**config.mk**
```make
export PLATFORM = sky130hd
export DESIGN_NAME = response_park
export DESIGN_NICKNAME = d
export VERILOG_FILES = /design/src/resp_park_pkg.sv /design/src/occupancy_counter.sv /design/src/payload_store.sv /design/src/response_park.sv /design/src/slot_ctrl.sv
export SDC_FILE = /design/constraint.sdc
export NUM_CORES = 1
export LEC_CHECK = 0
export BUFFER_PORTS_ARGS = -buffer_cell sky130_fd_sc_hd__buf_2
export CORE_ASPECT_RATIO = 1.1
export CORE_MARGIN = 2
export CORE_UTILIZATION = 30
export DETAILED_ROUTE_END_ITERATION = 8
export PLACE_DENSITY = 0.48
export SETUP_SLACK_MARGIN = 0.02
export SYNTH_ARGS = -nofsm -noshare
export SYNTH_HDL_FRONTEND = slang
export SYNTH_SLANG_ARGS = --single-unit
```
**constraint.sdc**
```tcl
create_clock -name clk -period 5.6 [get_ports clk]
set_input_delay 0.28 -clock clk [delete_from_list [all_inputs] [get_ports clk]]
set_output_delay 0.28 -clock clk [all_outputs]
set_load 0.01 [all_outputs]
```
**src/resp_park_pkg.sv**
```systemverilog
// Response park shared definitions
`default_nettype none

package resp_park_pkg;

  // ==================================================
  // UID space and capacity
  // ==================================================

  // The UID is a row field above a column field
  localparam int NUM_ROWS = 4;
  localparam int NUM_COLS = 4;
  localparam int UID_W = $clog2(NUM_ROWS) + $clog2(NUM_COLS);

  // One slot per UID
  localparam int SLOT_COUNT = NUM_ROWS * NUM_COLS;

  // Slots held back across the fabric to avoid deadlock
  localparam int HEADROOM = 1;

  // Full is reported at this occupancy, one slot before the real limit
  localparam int CAP_THRESHOLD = SLOT_COUNT - HEADROOM;

  // Wide enough to hold SLOT_COUNT itself
  localparam int COUNT_W = $clog2(SLOT_COUNT) + 1;

  // ==================================================
  // Payload field widths
  // ==================================================

  localparam int DATA_W = 32;
  localparam int RESP_W = 2;
  localparam int RID_W = 4;
  localparam int TAG_W = 4;

  // ==================================================
  // Vector types
  // ==================================================

  typedef logic [UID_W-1:0]   uid_t;
  typedef logic [DATA_W-1:0]  data_t;
  typedef logic [RESP_W-1:0]  resp_t;
  // Original read ID, returned to the requester untouched
  typedef logic [RID_W-1:0]   rid_t;
  typedef logic [TAG_W-1:0]   tag_t;
  typedef logic [COUNT_W-1:0] count_t;

endpackage

`default_nettype wire

```
**src/occupancy_counter.sv**
```systemverilog
// Slot occupancy counter
`default_nettype none
`timescale 1ns/1ps

module occupancy_counter (
  input  logic clk,
  input  logic rst,
  input  logic inc,
  input  logic dec,
  output logic full
);

  import resp_park_pkg::*;

  // ==================================================
  // Occupied slot count
  // ==================================================

  // Number of slots that currently hold a parked response
  count_t count_q;

  always_ff @(posedge clk) begin
    if (rst) begin
      count_q <= '0;
    end else if (inc && !dec) begin
      // A new response was accepted this cycle
      count_q <= count_q + count_t'(1);
    end else if (dec && !inc && (count_q != '0)) begin
      // An occupied slot was released
      // The zero check keeps the count from wrapping below empty
      count_q <= count_q - count_t'(1);
    end
    // Accept and release together leave the count where it is
  end

  // ==================================================
  // Headroom threshold
  // ==================================================

  // Full comes from the registered count only, so it settles early in the
  // cycle and can feed the enqueue ready without a long path
  // It asserts one slot before the store is physically full
  assign full = (count_q == count_t'(CAP_THRESHOLD));

endmodule

`default_nettype wire

```
**src/payload_store.sv**
```systemverilog
// Response payload store
`default_nettype none
`timescale 1ns/1ps

module payload_store (
  input  logic                 clk,
  input  logic                 rst,
  // Write port, one slot per accepted beat
  input  logic                 write_en,
  input  resp_park_pkg::uid_t  write_uid,
  input  resp_park_pkg::data_t in_data,
  input  resp_park_pkg::resp_t in_resp,
  input  resp_park_pkg::rid_t  in_rid,
  input  resp_park_pkg::tag_t  in_tag,
  // Grant copy-out
  input  logic                 grant_now,
  input  resp_park_pkg::uid_t  grant_uid,
  output resp_park_pkg::data_t out_data,
  output resp_park_pkg::resp_t out_resp,
  output resp_park_pkg::rid_t  out_rid,
  output resp_park_pkg::tag_t  out_tag
);

  import resp_park_pkg::*;

  // ==================================================
  // Slot payload memory
  // ==================================================

  // The four response fields, one entry per UID
  data_t data_mem [SLOT_COUNT];
  resp_t resp_mem [SLOT_COUNT];
  rid_t  rid_mem  [SLOT_COUNT];
  tag_t  tag_mem  [SLOT_COUNT];

  // Only an accepted beat writes, and it always lands in an empty slot
  always_ff @(posedge clk) begin
    if (write_en) begin
      data_mem[write_uid] <= in_data;
      resp_mem[write_uid] <= in_resp;
      rid_mem[write_uid] <= in_rid;
      tag_mem[write_uid] <= in_tag;
    end
  end

  // ==================================================
  // Output copy
  // ==================================================

  // The copy is taken from the pre-edge contents, one cycle after the grant
  // It appears in the same cycle as out_valid from the controller
  always_ff @(posedge clk) begin
    if (rst) begin
      out_data <= '0;
      out_resp <= '0;
      out_rid <= '0;
      out_tag <= '0;
    end else if (grant_now) begin
      out_data <= data_mem[grant_uid];
      out_resp <= resp_mem[grant_uid];
      out_rid <= rid_mem[grant_uid];
      out_tag <= tag_mem[grant_uid];
    end else begin
      // Outside a grant the bus reads zero
      out_data <= '0;
      out_resp <= '0;
      out_rid <= '0;
      out_tag <= '0;
    end
  end

endmodule

`default_nettype wire

```
**src/response_park.sv**
```systemverilog
// Response parking store top level
`default_nettype none
`timescale 1ns/1ps

module response_park (
  input  logic                 clk,
  input  logic                 rst,
  // ==================================================
  // Enqueue from the producer
  // ==================================================
  input  logic                 in_valid,
  output logic                 in_ready,
  input  resp_park_pkg::uid_t  in_uid,
  input  resp_park_pkg::data_t in_data,
  input  resp_park_pkg::resp_t in_resp,
  input  resp_park_pkg::rid_t  in_rid,
  input  resp_park_pkg::tag_t  in_tag,
  // Allocate from the arbiter
  input  logic                 alloc_req,
  input  resp_park_pkg::uid_t  alloc_uid,
  // Free from the consumer
  input  logic                 free_req,
  input  resp_park_pkg::uid_t  free_uid,
  // ==================================================
  // Output to the consumer, no back-pressure
  // ==================================================
  output logic                 out_valid,
  output resp_park_pkg::data_t out_data,
  output resp_park_pkg::resp_t out_resp,
  output resp_park_pkg::rid_t  out_rid,
  output resp_park_pkg::tag_t  out_tag,
  output logic                 free_ack,
  output logic                 full
);

  import resp_park_pkg::*;

  // Store controls from the flag controller
  logic write_en;
  uid_t write_uid;
  logic grant_now;
  uid_t grant_uid;

  // Counter controls
  logic inc;
  logic dec;

  // Flags, handshake decisions and the output pulses
  slot_ctrl slot_ctrl_inst (
    .clk       (clk),
    .rst       (rst),
    .in_valid  (in_valid),
    .in_uid    (in_uid),
    .in_ready  (in_ready),
    .alloc_req (alloc_req),
    .alloc_uid (alloc_uid),
    .free_req  (free_req),
    .free_uid  (free_uid),
    .full      (full),
    .write_en  (write_en),
    .write_uid (write_uid),
    .grant_now (grant_now),
    .grant_uid (grant_uid),
    .inc       (inc),
    .dec       (dec),
    .out_valid (out_valid),
    .free_ack  (free_ack)
  );

  // Occupancy with the headroom full flag, which also throttles enqueue
  occupancy_counter occupancy_counter_inst (
    .clk  (clk),
    .rst  (rst),
    .inc  (inc),
    .dec  (dec),
    .full (full)
  );

  // Payload slots and the registered copy-out
  payload_store payload_store_inst (
    .clk       (clk),
    .rst       (rst),
    .write_en  (write_en),
    .write_uid (write_uid),
    .in_data   (in_data),
    .in_resp   (in_resp),
    .in_rid    (in_rid),
    .in_tag    (in_tag),
    .grant_now (grant_now),
    .grant_uid (grant_uid),
    .out_data  (out_data),
    .out_resp  (out_resp),
    .out_rid   (out_rid),
    .out_tag   (out_tag)
  );

endmodule

`default_nettype wire

```
**src/slot_ctrl.sv**
```systemverilog
// Slot flag controller
`default_nettype none
`timescale 1ns/1ps

module slot_ctrl (
  input  logic                clk,
  input  logic                rst,
  // Enqueue side
  input  logic                in_valid,
  input  resp_park_pkg::uid_t in_uid,
  output logic                in_ready,
  // Allocate request from the arbiter
  input  logic                alloc_req,
  input  resp_park_pkg::uid_t alloc_uid,
  // Free request from the consumer
  input  logic                free_req,
  input  resp_park_pkg::uid_t free_uid,
  // Headroom flag from the counter
  input  logic                full,
  // Payload store controls
  output logic                write_en,
  output resp_park_pkg::uid_t write_uid,
  output logic                grant_now,
  output resp_park_pkg::uid_t grant_uid,
  // Occupancy counter controls
  output logic                inc,
  output logic                dec,
  // Registered pulses
  output logic                out_valid,
  output logic                free_ack
);

  import resp_park_pkg::*;

  // ==================================================
  // Per-slot flags
  // ==================================================

  // Occupied means the slot holds a parked response
  logic [SLOT_COUNT-1:0] occupied_q;
  logic [SLOT_COUNT-1:0] occupied_d;
  // Reserved means the payload was handed out and waits for a free
  logic [SLOT_COUNT-1:0] reserved_q;
  logic [SLOT_COUNT-1:0] reserved_d;

  // Accept and release events of this cycle
  logic accept_now;
  logic release_now;

  // ==================================================
  // Decisions from the pre-edge flags
  // ==================================================

  // Back-pressure when the headroom threshold is reached or the slot is taken
  assign in_ready = !full && !occupied_q[in_uid];
  assign accept_now = in_valid && in_ready;

  // A slot is granted once, and only while it holds a response
  assign grant_now = alloc_req && occupied_q[alloc_uid] && !reserved_q[alloc_uid];

  // Freeing an empty slot does nothing
  assign release_now = free_req && occupied_q[free_uid];

  // The store writes at the handshake and copies out on grant
  assign write_en = accept_now;
  assign write_uid = in_uid;
  assign grant_uid = alloc_uid;

  // Each accepted beat fills exactly one slot and each release empties one
  assign inc = accept_now;
  assign dec = release_now;

  // ==================================================
  // Next flag state
  // ==================================================

  always_comb begin
    occupied_d = occupied_q;
    reserved_d = reserved_q;
    // A fresh response is parked and not yet handed out
    if (accept_now) begin
      occupied_d[in_uid] = 1'b1;
      reserved_d[in_uid] = 1'b0;
    end
    if (grant_now) begin
      reserved_d[alloc_uid] = 1'b1;
    end
    // Release goes last, so a grant and a free of one slot in the same
    // cycle still hands out the payload and then empties the slot
    if (release_now) begin
      occupied_d[free_uid] = 1'b0;
      reserved_d[free_uid] = 1'b0;
    end
  end

  always_ff @(posedge clk) begin
    if (rst) begin
      occupied_q <= '0;
      reserved_q <= '0;
      out_valid <= 1'b0;
      free_ack <= 1'b0;
    end else begin
      occupied_q <= occupied_d;
      reserved_q <= reserved_d;
      // Both pulses last one cycle and line up with the registered payload
      out_valid <= grant_now;
      free_ack <= release_now;
    end
  end

endmodule

`default_nettype wire

```
# Yosys cells after proc, flatten, opt, wreduce, memory -nomap -nowiden
# Memory sizes are Yosys's and may differ from the RTL's. A register that Yosys moved wholly into a read port is not among the register bits.
# Cells that the tools add are included.
dict set report totals {
  inputBits 59
  out_inout_bits 46
  ff_bits 39
  memories 4
  ram_bits 672
  wordCells 68
}
# memory depth width rd rd_clocked_by_memory_dff wr line
set mem_list {}
lappend mem_list {payload_store_inst.data_mem 16 32 1 1 1 payload_store.sv:31} ;# data_t data_mem [SLOT_COUNT];
lappend mem_list {payload_store_inst.rid_mem 16 4 1 1 1 payload_store.sv:33} ;# rid_t rid_mem [SLOT_COUNT];
lappend mem_list {payload_store_inst.tag_mem 16 4 1 1 1 payload_store.sv:34} ;# tag_t tag_mem [SLOT_COUNT];
lappend mem_list {payload_store_inst.resp_mem 16 2 1 1 1 payload_store.sv:32} ;# resp_t resp_mem [SLOT_COUNT];
dict set report op_classes {
  n_reduce_logical 19
  n_bitwise 8
  mux 23
  n_eq_ne 1
  n_addsub 2
  n_lt_le_gt_ge 6
}
# op count
set op_table {}
lappend op_table {{$mux W16} 5}
lappend op_table {{$and A16 B16 Y16} 3}
lappend op_table {{$not A16 Y16} 2}
lappend op_table {{$or A16 B16 Y16} 2}
lappend op_table {{$bmux W1 S4} 4}
lappend op_table {{$lt A4 B5 Y1 const B} 3}
lappend op_table {{$demux W1 S4} 3}
lappend op_table {{$ge A4 B1 Y1 const B} 3}
lappend op_table {{$logic_and A1 B1 Y1} 11}
lappend op_table {{$mux W5} 2}
lappend op_table {{$mux W1} 9}
lappend op_table {{$add A5 B1 Y5 const B} 1}
lappend op_table {{$eq A5 B4 Y1 const B} 1}
lappend op_table {{$logic_not A1 Y1} 5}
lappend op_table {{$reduce_bool A5 Y1} 1}
lappend op_table {{$sub A5 B1 Y5 const B} 1}
lappend op_table {{$reduce_bool A2 Y1} 1}
lappend op_table {{$reduce_or A2 Y1} 1}
lappend op_table {{$not A1 Y1} 1}

# Longest topological paths before layout
# Gate-level depths: netlist (run 1).
dict set report logic_depth {
  word_depth 11
  depth_mapped 11
  mapped_depth_nobuf 10
}

# Modules after synthesis
# Synthesis (run 1) repeated with hierarchy kept, for this count alone.
dict set report hier_totals {
  cells_unflattened 1763
  area_unflattened_um2 29736.0
}
# mod n_inst area_each_um2 cells_per_inst seq_area_each_um2
set modules_own_cells {}
lappend modules_own_cells {payload_store 1 26943.3 1456 21020.2}
lappend modules_own_cells {slot_ctrl 1 2421.1 267 680.7}
lappend modules_own_cells {occupancy_counter 1 371.6 40 100.1}

# Least setup slack after synthesis (run 1)
# OpenSTA, ideal clock, no wires.
dict set report synth_path {
  path_type {in2reg}
  from {in in_uid[1]}
  to {mem payload_store_inst.data_mem[6][0] (netlist name), enable pin}
  path_buffers 1
  arrival_time_ps 4835
  setup_ps 498
  path_stages 6
  required_ps 5102
  setup_slack_ps 267
  path_cell_list {buf_6 > mux4_2 > mux2_4 > a211oi_4 > nand3_4 > nor3_1}
}
dict set report synth_between {
  elab_chain_cells 7
}
# item line
set synth_lines {}
lappend synth_lines {{from (decl)} response_park.sv:13} ;# input resp_park_pkg::uid_t in_uid,
lappend synth_lines {{$bmux W1 S4} slot_ctrl.sv:55} ;# assign in_ready = !full && !occupied_q[in_uid];
lappend synth_lines {{$mux W1 (implied by the code)} slot_ctrl.sv:55}
lappend synth_lines {{$logic_not A1 Y1} slot_ctrl.sv:55}
lappend synth_lines {{$logic_and A1 B1 Y1} slot_ctrl.sv:55}
lappend synth_lines {{named net in_ready} response_park.sv:12} ;# output logic in_ready,
lappend synth_lines {{$logic_and A1 B1 Y1} slot_ctrl.sv:56} ;# assign accept_now = in_valid && in_ready;
lappend synth_lines {{$mux W1} payload_store.sv:38} ;# if (write_en) begin
lappend synth_lines {{$mux W1 (implied by the code)} payload_store.sv:39} ;# data_mem[write_uid] <= in_data;
lappend synth_lines {{to (decl)} payload_store.sv:31}
# The timed path passes the listed nets, and every way through them passes these cells. The select of a mux whose other input is x is not followed.

# Final worst setup path (run 1)
dict set report layout_path {
  from {reg slot_ctrl_inst.occupied_q[15]}
  to {mem payload_store_inst.data_mem[8][13] (netlist name), enable pin}
}
dict set report layout_between {
  elab_chain_cells 7
}
# item line
set layout_lines {}
lappend layout_lines {{from (decl)} slot_ctrl.sv:40} ;# logic [SLOT_COUNT-1:0] occupied_q;
lappend layout_lines {{from (signal assigned)} slot_ctrl.sv:103} ;# occupied_q <= occupied_d;
lappend layout_lines {{$bmux W1 S4} slot_ctrl.sv:55}
lappend layout_lines {{$mux W1 (implied by the code)} slot_ctrl.sv:55}
lappend layout_lines {{$logic_not A1 Y1} slot_ctrl.sv:55}
lappend layout_lines {{$logic_and A1 B1 Y1} slot_ctrl.sv:55}
lappend layout_lines {{$logic_and A1 B1 Y1} slot_ctrl.sv:56}
lappend layout_lines {{$mux W1} payload_store.sv:38}
lappend layout_lines {{$mux W1 (implied by the code)} payload_store.sv:39}
# Every way passes these cells. The select of a mux whose other input is x is not followed.

==> reports/qor.csv, run 1 <==
metric,value,unit
netlist-cell-type-count,57,
via_count,13270,
drt_pass1_iterations,5,
worst-r2r-setup-slack,1.88,ns
synth_top_area_cell,edfxtp_1,
overflow,0,
synth.most_common_cell,edfxtp_1,
fin_crit,3.718,ns
grt_pass1_vias,14520,
synth-xor-area-share,0.06101,%
whs,0.04866,ns
antenna_left,0,
synth_compound_area_share,1.669,%
synthMuxAreaShare,17.69,%
ys.flop_type,edfxtp_1,
grt_use_total,13.79,%
worstHoldEndpoint,payload_store_inst.data_mem[15][23],
peakVddDrop,223.0,µV
synth_area_leaders,"edfxtp_1, mux4_2, dfxtp_1",
cts_setup_buffers,0,
syn_area,28710,µm²
synth_fa_ha_area_share,0.2005,%
skew,0.02841,ns
ios,105,
die_w,299.0,µm
cts_resized,0,
critPathMaxFanout,27,
syn2layout_area_growth,16.75,%
ys_async_sr_fraction,0,%
vias_per_cell,4.738,
required,5.92,ns
period_share,66.39,%
clock_path_buffers,3,
synth-simple-area-share,3.229,%
end_kind,register,
status,completed,
nNetsFinal,1527,
drc,0,
numCtsBuffers,82,
max_freq,269.0,MHz
slew_viol_final,0,
synth_top_area_share,70.28,%
r2r_cells,6,
startpoint_type,register,
finalSetupViolCount,0,
ys_ff_latch,753,
hold_path_class,in -> reg,
start_util,30.13,%
synth_edf_count,672,
clock_latency,0.64,ns
worst-setup-path-type,reg -> reg,
cap_violations,0,
fin_setup_tns,0,ns
rsz0062_at_grt,no,
drt-initial-drc-count,975,
r2r-start,slot_ctrl_inst.occupied_q[15],
clock-sinks,753,
hold_viol_final,0,
clock-root-buffer,clkbuf_16,
port_buffers,104,
synth_nets,1368,
synth_cells,1305,
avgSynthCellArea,22.00,µm²
routed_wl,67440,µm
reg2reg_to,payload_store_inst.data_mem[8][13],
holdPathStages,1,
htreeDepth,3,
cts_tree,built,
die_y,328.5,µm
die_area,98200,µm²
synth_commonest_cells,"edfxtp_1, mux4_2, dfxtp_1",
gp_congestion,0.7687,
drive_gt1_share,32.40,%
core_area,95290,µm²
num_rows,119,
slew_headroom,35.11,%
antenna_cells,0,
cp_data_arrival_time,4.04,ns
synth_top_family_by_area,multiplexers,
yosys_warnings,0,
path_clk_slew,0.06,ns
cellPowerDensity,358.3,nW/µm²
routedWlPerCell,24.08,µm
dp_hpwl,40050,µm
antenna_found_initial,1,
grt_pass1_wl,99770,µm
grt_max_degree,102,
worst_slew_pin_slew,0.9696,ns
hp-start,in_data[23],
leakagePower,10.72,nW
synth_seq_area_share,75.93,%
[power by group]
group	switching [mW]	total (mW)	leakage (nW)	internal, mW
clock network	2.19	5.17	1.26	2.98
registers	0.0283	6.22	6.72	6.19
logic	0.356	0.615	2.74	0.260
[logic make-up after synthesis]
group           after synthesis
xor+xnor                      2
mux                         232
simple gates                167
compound gates               64
buf+inv                      83
flops                       753
fa+ha+maj                     4
[timing repair]
item,in CTS,in global routing
hold buffers,7,0
endpoints found under the setup margin,0,0
endpoints found under the hold margin,49,0
[placed cells by master (no fill, tap or decap), drive strengths merged, types with 3 or more instances in the layout]
cell type	count
a21boi	3
a21o	4
a21oi	15
a22oi	3
a31oi	4
and2	4
buf	132
bufinv	4
clkbuf	106
clkinv	35
clkinvlp	3
dfxtp	81
dlygate4sd3	7
edfxtp	672
ha	3
inv	22
mux2i	11
mux4	219
nand2	31
nand2b	6
nand3	4
nand4	7
nor2	27
nor2b	56
nor3	14
nor3b	5
o21a	10
o21ai	3
o221a	3
o2bb2ai	6
o32ai	5
or3	3
[how the worst max path moves through the flow]
| stage | from | to | slack [ns] | depth (start not counted) |
|---|---|---|---|---|
| 2_1_floorplan | in_uid[1] | payload_store_inst.data_mem[6][0] | 0.27 | 6 |
| 3_3_place_gp | in_uid[1] | payload_store_inst.data_mem[12][20] | 1.59 | 8 |
| 3_5_place_dp | in_uid[1] | payload_store_inst.data_mem[12][20] | 1.59 | 8 |
| 4_1_cts | slot_ctrl_inst.occupied_q[6] | payload_store_inst.data_mem[12][12] | 1.85 | 7 |
| 5_1_grt | slot_ctrl_inst.occupied_q[6] | payload_store_inst.data_mem[10][19] | 1.69 | 6 |
| 6_report | slot_ctrl_inst.occupied_q[15] | payload_store_inst.data_mem[8][13] | 1.88 | 6 |
[critical path, cell delays in order, from the launching register on]
cell	delay (ns)
dfxtp_1	0.35
mux4_2	0.50
mux2_4	0.29
a211oi_4	0.49
nand3_1	0.53
nor2_4	0.92
buf_4	0.32
[per-stage QoR]
stage | util, % | cell area (µm²) | worst slack, ns | power (mW) | cells
after floorplan | - | 28710 | 0.2671 | 6.715 | 1305
after global placement | 32.41 | 30880 | 1.593 | 6.959 | 2643
after detailed placement | 32.41 | 30880 | 1.588 | 6.974 | 2643
after CTS | 35.18 | 33520 | 1.850 | 12.19 | 2801
after global routing | 35.18 | 33520 | 1.691 | 12.44 | 2801
final | 35.18 | 33520 | 1.882 | 12.01 | 2801
[area by class of cell]
type                    instances  area [µm²]
clock buffers                 105        2211
well taps                    1270        1589
clock inverters                46       360.3
flip-flops and latches        753       21800
inverters                      18       67.56
fillers                      8914       61770
repair buffers                140       857.1
multi-input cells             469        6635
[flip-flops by register name, summed over array words and instances (netlist names)]
name,flops
payload_store_inst.data_mem,512
occupancy_counter_inst.count_q,5
slot_ctrl_inst.free_ack,1
payload_store_inst.rid_mem,64
slot_ctrl_inst.out_valid,1
payload_store_inst.out_resp,2
payload_store_inst.out_rid,4
slot_ctrl_inst.occupied_q,16
payload_store_inst.out_data,32
slot_ctrl_inst.reserved_q,16
payload_store_inst.tag_mem,64
payload_store_inst.resp_mem,32
payload_store_inst.out_tag,4
[per-layer routing]
layer / global-route usage (%) / up-vias / wire length [µm]
li1: - / 5763 / -
met1: 17.48 / 7177 / 28820
met2: 24.44 / 239 / 35160
met3: 2.325 / 90 / 2238
met4: 3.630 / 2 / 1226
met5: 0 / - / 7
(Power assumes the default switching activity.)
==> run 2: changes to the inputs <==
--- a/config.mk
+++ b/config.mk
@@ -10,7 +10,7 @@
 export CORE_MARGIN = 2
 export CORE_UTILIZATION = 30
 export DETAILED_ROUTE_END_ITERATION = 8
-export PLACE_DENSITY = 0.48
+export PLACE_DENSITY = 0.47
 export SETUP_SLACK_MARGIN = 0.02
 export SYNTH_ARGS = -nofsm -noshare
 export SYNTH_HDL_FRONTEND = slang
==> constraint.sdc (replaced) <==
create_clock -name clk -period 3.87 [get_ports clk]
set_input_delay 0.1935 -clock clk [delete_from_list [all_inputs] [get_ports clk]]
set_output_delay 0.1935 -clock clk [all_outputs]
set_load 0.01 [all_outputs]
==> run 2 against run 1 <==
Combinational power increased by 51%. Total power increased by 48%. First-iteration DRC count decreased by 0.82%. Worst setup slack got worse by 1.3 ns. Highest routed layer is now met4.
==> reports/qor.csv, run 2 (same netlist as run 1, synthesis figures left out) <==
metric,value,unit
num_rows,119,
critPathMaxFanout,9,
gp_congestion,0.7992,
grt_max_degree,74,
cap_violations,0,
worst_slew_pin_slew,0.8101,ns
rsz0062_at_grt,no,
final_cell_mix,"edfxtp_1, mux4_2, buf_2",
swShare,21.40,%
p_int,13.98,mW
drc,0,
slew_viol_final,0,
routed_wl,66710,µm
leakagePower,11.07,nW
cp_data_arrival_time,3.87,ns
grt_use_total,13.77,%
seqPwrFrac,50.6,%
ios,105,
drt_pass1_iterations,6,
post-place-cells,2651,
end_kind,register,
clock_path_buffers,3,
drt-initial-drc-count,967,
numCtsBuffers,83,
nNetsFinal,1576,
fin_crit,3.297,ns
vias_per_cell,4.753,
fill_cells,8880,
die_w,299.0,µm
clock_latency,0.63,ns
cellPowerDensity,517.6,nW/µm²
hold_path_class,in -> reg,
via_count,13560,
syn2layout_area_growth,19.68,%
startpoint_type,register,
required,4.44,ns
status,completed,
clock-sinks,753,
skew,0.02349,ns
switching_power,3.806,mW
htreeDepth,3,
core_area,95290,µm²
largest_reg_flops,512,
seqCellArea,21800,µm²
cts_setup_buffers,0,
pwr-share-clk,44.2,%
peakVddDrop,325.8,µV
reg_top3,"payload_store_inst.data_mem: 512 flops, payload_store_inst.rid_mem: 64 flops, payload_store_inst.tag_mem: 64 flops",
overflow,0,
antenna_found_initial,3,
start_util,30.13,%
finalSetupViolCount,0,
grt_pass1_vias,14890,
max_freq,303.3,MHz
slew_headroom,45.99,%
combinationalPowerShare,5.2,%
layout.cells.most_common,edfxtp_1,
grt_pass1_wl,99720,µm
cts_tree,built,
max_flop_register,payload_store_inst.data_mem,
port_buffers,104,
drive_gt1_share,32.36,%
antenna_left,0,
clock-root-buffer,clkbuf_16,
hold_viol_final,0,
worst-setup-path-type,reg -> reg,
p_total,17.78,mW
fin_cells,2853,
routedWlPerCell,23.38,µm
period_share,85.18,%
dp_hpwl,38170,µm
path_clk_slew,0.06,ns
die_area,98200,µm²
multiInputGateArea,6666,µm²
die_y,328.5,µm
[run 2: final cells by class]
cell class                      instances  area share [%]
Timing Repair Buffer                  188           4.344
Clock buffer                          110           6.547
Antenna cell                            1        0.007283
Clock inverter                         44           1.431
Tap cell                             1270           4.625
Sequential cell                       753           63.45
Multi-Input combinational cell        469           19.40
Inverter                               18          0.1966
[run 2: critical path, stage by stage (launching register included)]
cell and delay [ns]:
dfxtp_1 0.34, mux4_1 0.52, mux2_4 0.30, a211oi_4 0.48, nand4bb_2 0.29, fa_1 0.47, a21o_1 0.17, a21oi_1 0.27
nand3_1 0.13, a21o_1 0.18, nand4_1 0.08
[run 2: metrics by stage]
| stage | cell area (µm²) | hold WS, ns | worst slack, ns | util, % | setup TNS (ns) |
|---|---|---|---|---|---|
| floorplan | 28770 | 0.2924 | -0.2787 | - | -47.18 |
| global placement | 31150 | 0.4554 | 0.4982 | 32.69 | 0 |
| detailed placement | 31150 | 0.4635 | 0.4385 | 32.69 | 0 |
| CTS | 34360 | 0.03200 | 0.5770 | 36.06 | 0 |
| global route | 34360 | 0.07673 | 0.4111 | 36.06 | 0 |
| finish | 34360 | 0.08415 | 0.5733 | 36.06 | 0 |
[run 2: per-layer routing]
metal | wire length (µm) | up-vias | track usage [%]
met5 | 0 | - | 0
met4 | 1324 | 0 | 3.935
met1 | 27970 | 7310 | 17.33
met2 | 34990 | 289 | 24.54
met3 | 2434 | 102 | 2.153
li1 | - | 5860 | -
[run 2: timing repair]
item | 4_1_cts | 5_1_grt
hold buffers | 47 | 0
gates resized for setup | 0 | 0
hold endpoints to repair | 678 | 0
[run 2: power groups by stage]
stage / logic, mW / registers [mW] / clock network (mW)
after floorplan: 0.550 / 9.17 / 0
after global placement: 0.911 / 9.17 / 0
after detailed placement: 0.918 / 9.17 / 0
after CTS: 0.962 / 9.00 / 8.10
after global routing: 1.01 / 9.01 / 8.42
final: 0.928 / 9.00 / 7.85
[run 2: final timing paths]
| kind | from | end | slack [ns] | cells past startpoint |
|---|---|---|---|---|
| max | slot_ctrl_inst.occupied_q[6] | occupancy_counter_inst.count_q[4] | 0.57 | 10 |
| min | free_req | slot_ctrl_inst.free_ack | 0.08 | 4 |
| max reg2reg | slot_ctrl_inst.occupied_q[6] | occupancy_counter_inst.count_q[4] | 0.57 | 10 |
| min reg2reg | slot_ctrl_inst.reserved_q[7] | slot_ctrl_inst.reserved_q[7] | 0.47 | 2 |
==> run 3: changes to the inputs <==
--- a/config.mk
+++ b/config.mk
@@ -10,7 +10,7 @@
 export CORE_MARGIN = 2
 export CORE_UTILIZATION = 30
 export DETAILED_ROUTE_END_ITERATION = 8
-export PLACE_DENSITY = 0.47
+export PLACE_DENSITY_LB_ADDON = 0.25
 export SETUP_SLACK_MARGIN = 0.02
 export SYNTH_ARGS = -nofsm -noshare
 export SYNTH_HDL_FRONTEND = slang
==> run 3 against run 2 <==
Clock-buffer cell count shrank 3. Worst hold slack lost 0.0053 ns. Utilization shrank 0.079 points. Via count shrank 0.48%. Clock power shrank 1%. Cell count shrank 0.25%. Flip-flop and latch count is the same. Global-route usage shrank 0.31 points. Sequential power is essentially flat. Critical endpoint unchanged.
==> reports/qor.csv, run 3 (same netlist as run 1, synthesis figures left out) <==
metric,value,unit
status,completed,
final_area,34290,µm²
numCtsBuffers,81,
slew_viol_final,0,
largest_reg_flops,512,
grt_pass1_vias,14760,
layout.cells.most_common,edfxtp_1,
cts_setup_buffers,0,
required,4.43,ns
drt_pass1_iterations,5,
port_buffers,104,
max_freq,320.4,MHz
worst-setup-path-type,reg -> reg,
skew,0.02428,ns
fill_cells,8914,
die_y,328.5,µm
period_share,80.66,%
cp_num_buf_inv,0,
via_count,13500,
ios,105,
dr_wl_met2,34900,µm
grt_pass1_wl,98610,µm
grt_max_degree,97,
clock-root-buffer,clkbuf_16,
rsz0062_at_grt,no,
fin_setup_tns,0,ns
die_w,299.0,µm
max_flop_register,payload_store_inst.data_mem,
cp_data_arrival_time,3.68,ns
grt_use_total,13.46,%
drt-initial-drc-count,867,
seqPwrFrac,50.9,%
startpoint_type,register,
gp_congestion,0.7938,
fin_cells,2846,
hold_path_class,in -> reg,
antenna_found_initial,1,
switching_power,3.691,mW
vias_per_cell,4.742,
leakagePower,11.04,nW
core_area,95290,µm²
wl_met3,2151,µm
drive_gt1_share,31.85,%
path_clk_slew,0.06,ns
crit_path_cell_trace,mux4_2 -> mux2_4 -> a211oi_4 -> nand4bb_2 -> fa_1 -> a21o_1 -> a21oi_1 -> nand3_1 -> a21o_1 -> nand4_1,
routed_wl,65520,µm
slew_headroom,48.26,%
antenna_left,0,
dp_hpwl,37250,µm
fin_crit,3.122,ns
start_util,30.13,%
highest_layer,met5,
num_rows,119,
hold_viol_final,0,
worst_slew_pin_slew,0.7761,ns
htreeDepth,3,
cap_violations,0,
syn2layout_area_growth,19.41,%
antenna_cells,0,
cp_top_family,compound AO/OA/AOI/OAI gates,
slowest_delay,0.49,ns
crit_slowest_cell,mux4_2,
dpl_cell_area,31160,µm²
pwr-share-clk,43.8,%
nNetsFinal,1572,
fin_util,35.98,%
p_int,13.98,mW
cellPowerDensity,515.4,nW/µm²
p_total,17.67,mW
drc,0,
cts_tree,built,
final_cell_mix,"edfxtp_1, mux4_2, buf_2",
clock-sinks,753,
wirelength_met1,27320,µm
die_area,98200,µm²
cp_common_cell,a21o_1,
peakVddDrop,375.5,µV
reg_top3,"payload_store_inst.data_mem: 512 flops, payload_store_inst.rid_mem: 64 flops, payload_store_inst.tag_mem: 64 flops",
end_kind,register,
clock_latency,0.63,ns
clock_path_buffers,3,
combinationalPowerShare,5.2,%
critPathMaxFanout,7,
swShare,20.89,%
routedWlPerCell,23.02,µm
finalSetupViolCount,0,
overflow,0,
post-place-cells,2651,
## run 3: changes by cell type in the layout (fill, tap and decap cells not counted), sizes merged
cell,before,now
clkbuf,111,108
dlygate4sd3,47,45
bufinv,7,8
diode,1,0
clkinvlp,4,1
inv,21,22
## run 3: worst paths after layout
kind / cells after the start / to / slack (ns) / startpoint
max: 10 / occupancy_counter_inst.count_q[4] / 0.75 / slot_ctrl_inst.occupied_q[15]
min: 4 / slot_ctrl_inst.reserved_q[14] / 0.08 / alloc_req
max reg2reg: 10 / occupancy_counter_inst.count_q[4] / 0.75 / slot_ctrl_inst.occupied_q[15]
min reg2reg: 2 / slot_ctrl_inst.reserved_q[6] / 0.47 / slot_ctrl_inst.reserved_q[6]
## run 3: stage by stage
stage                     hold slack (ns)  setup slack, ns
final                             0.07886           0.7485
after global routing              0.08108           0.6012
after global placement             0.4509           0.6553
after detailed placement           0.4577           0.6141
after CTS                         0.02496           0.7703
after floorplan                    0.2924          -0.2787
## run 3: power groups by stage
| stage | Sequential, mW | Clock [mW] | Combinational, mW |
|---|---|---|---|
| 2_1_floorplan | 9.17 | 0 | 0.550 |
| 3_3_place_gp | 9.17 | 0 | 0.902 |
| 3_5_place_dp | 9.17 | 0 | 0.915 |
| 4_1_cts | 9.00 | 7.99 | 0.957 |
| 5_1_grt | 9.01 | 8.30 | 1.01 |
| 6_report | 9.00 | 7.74 | 0.925 |
## run 3: what timing repair did
item / CTS / global route
endpoints found under the hold margin: 676 / 0
hold buffers: 45 / 0
gates resized for setup: 0 / 0
## run 3: worst min-delay path, cell delays in order
cell and delay, ns:
buf_2 0.12, nand2_1 0.12, or3_1 0.12, a21boi_0 0.08
## run 3: per-layer routing
metal | vias to the layer above | GRT usage [%]
met5 | - | 0
met4 | 2 | 3.967
met3 | 83 | 2.021
met2 | 230 | 24.23
met1 | 7317 | 16.72
li1 | 5864 | -
## run 3: final cells by class
type,instances,area [µm²],area share [%]
clock buffers,107,2228,6.500
multi-input cells,469,6666,19.44
inverters,18,67.56,0.1971
flip-flops and latches,753,21800,63.59
clock inverters,43,447.9,1.306
repair buffers,186,1485,4.332
well taps,1270,1589,4.635
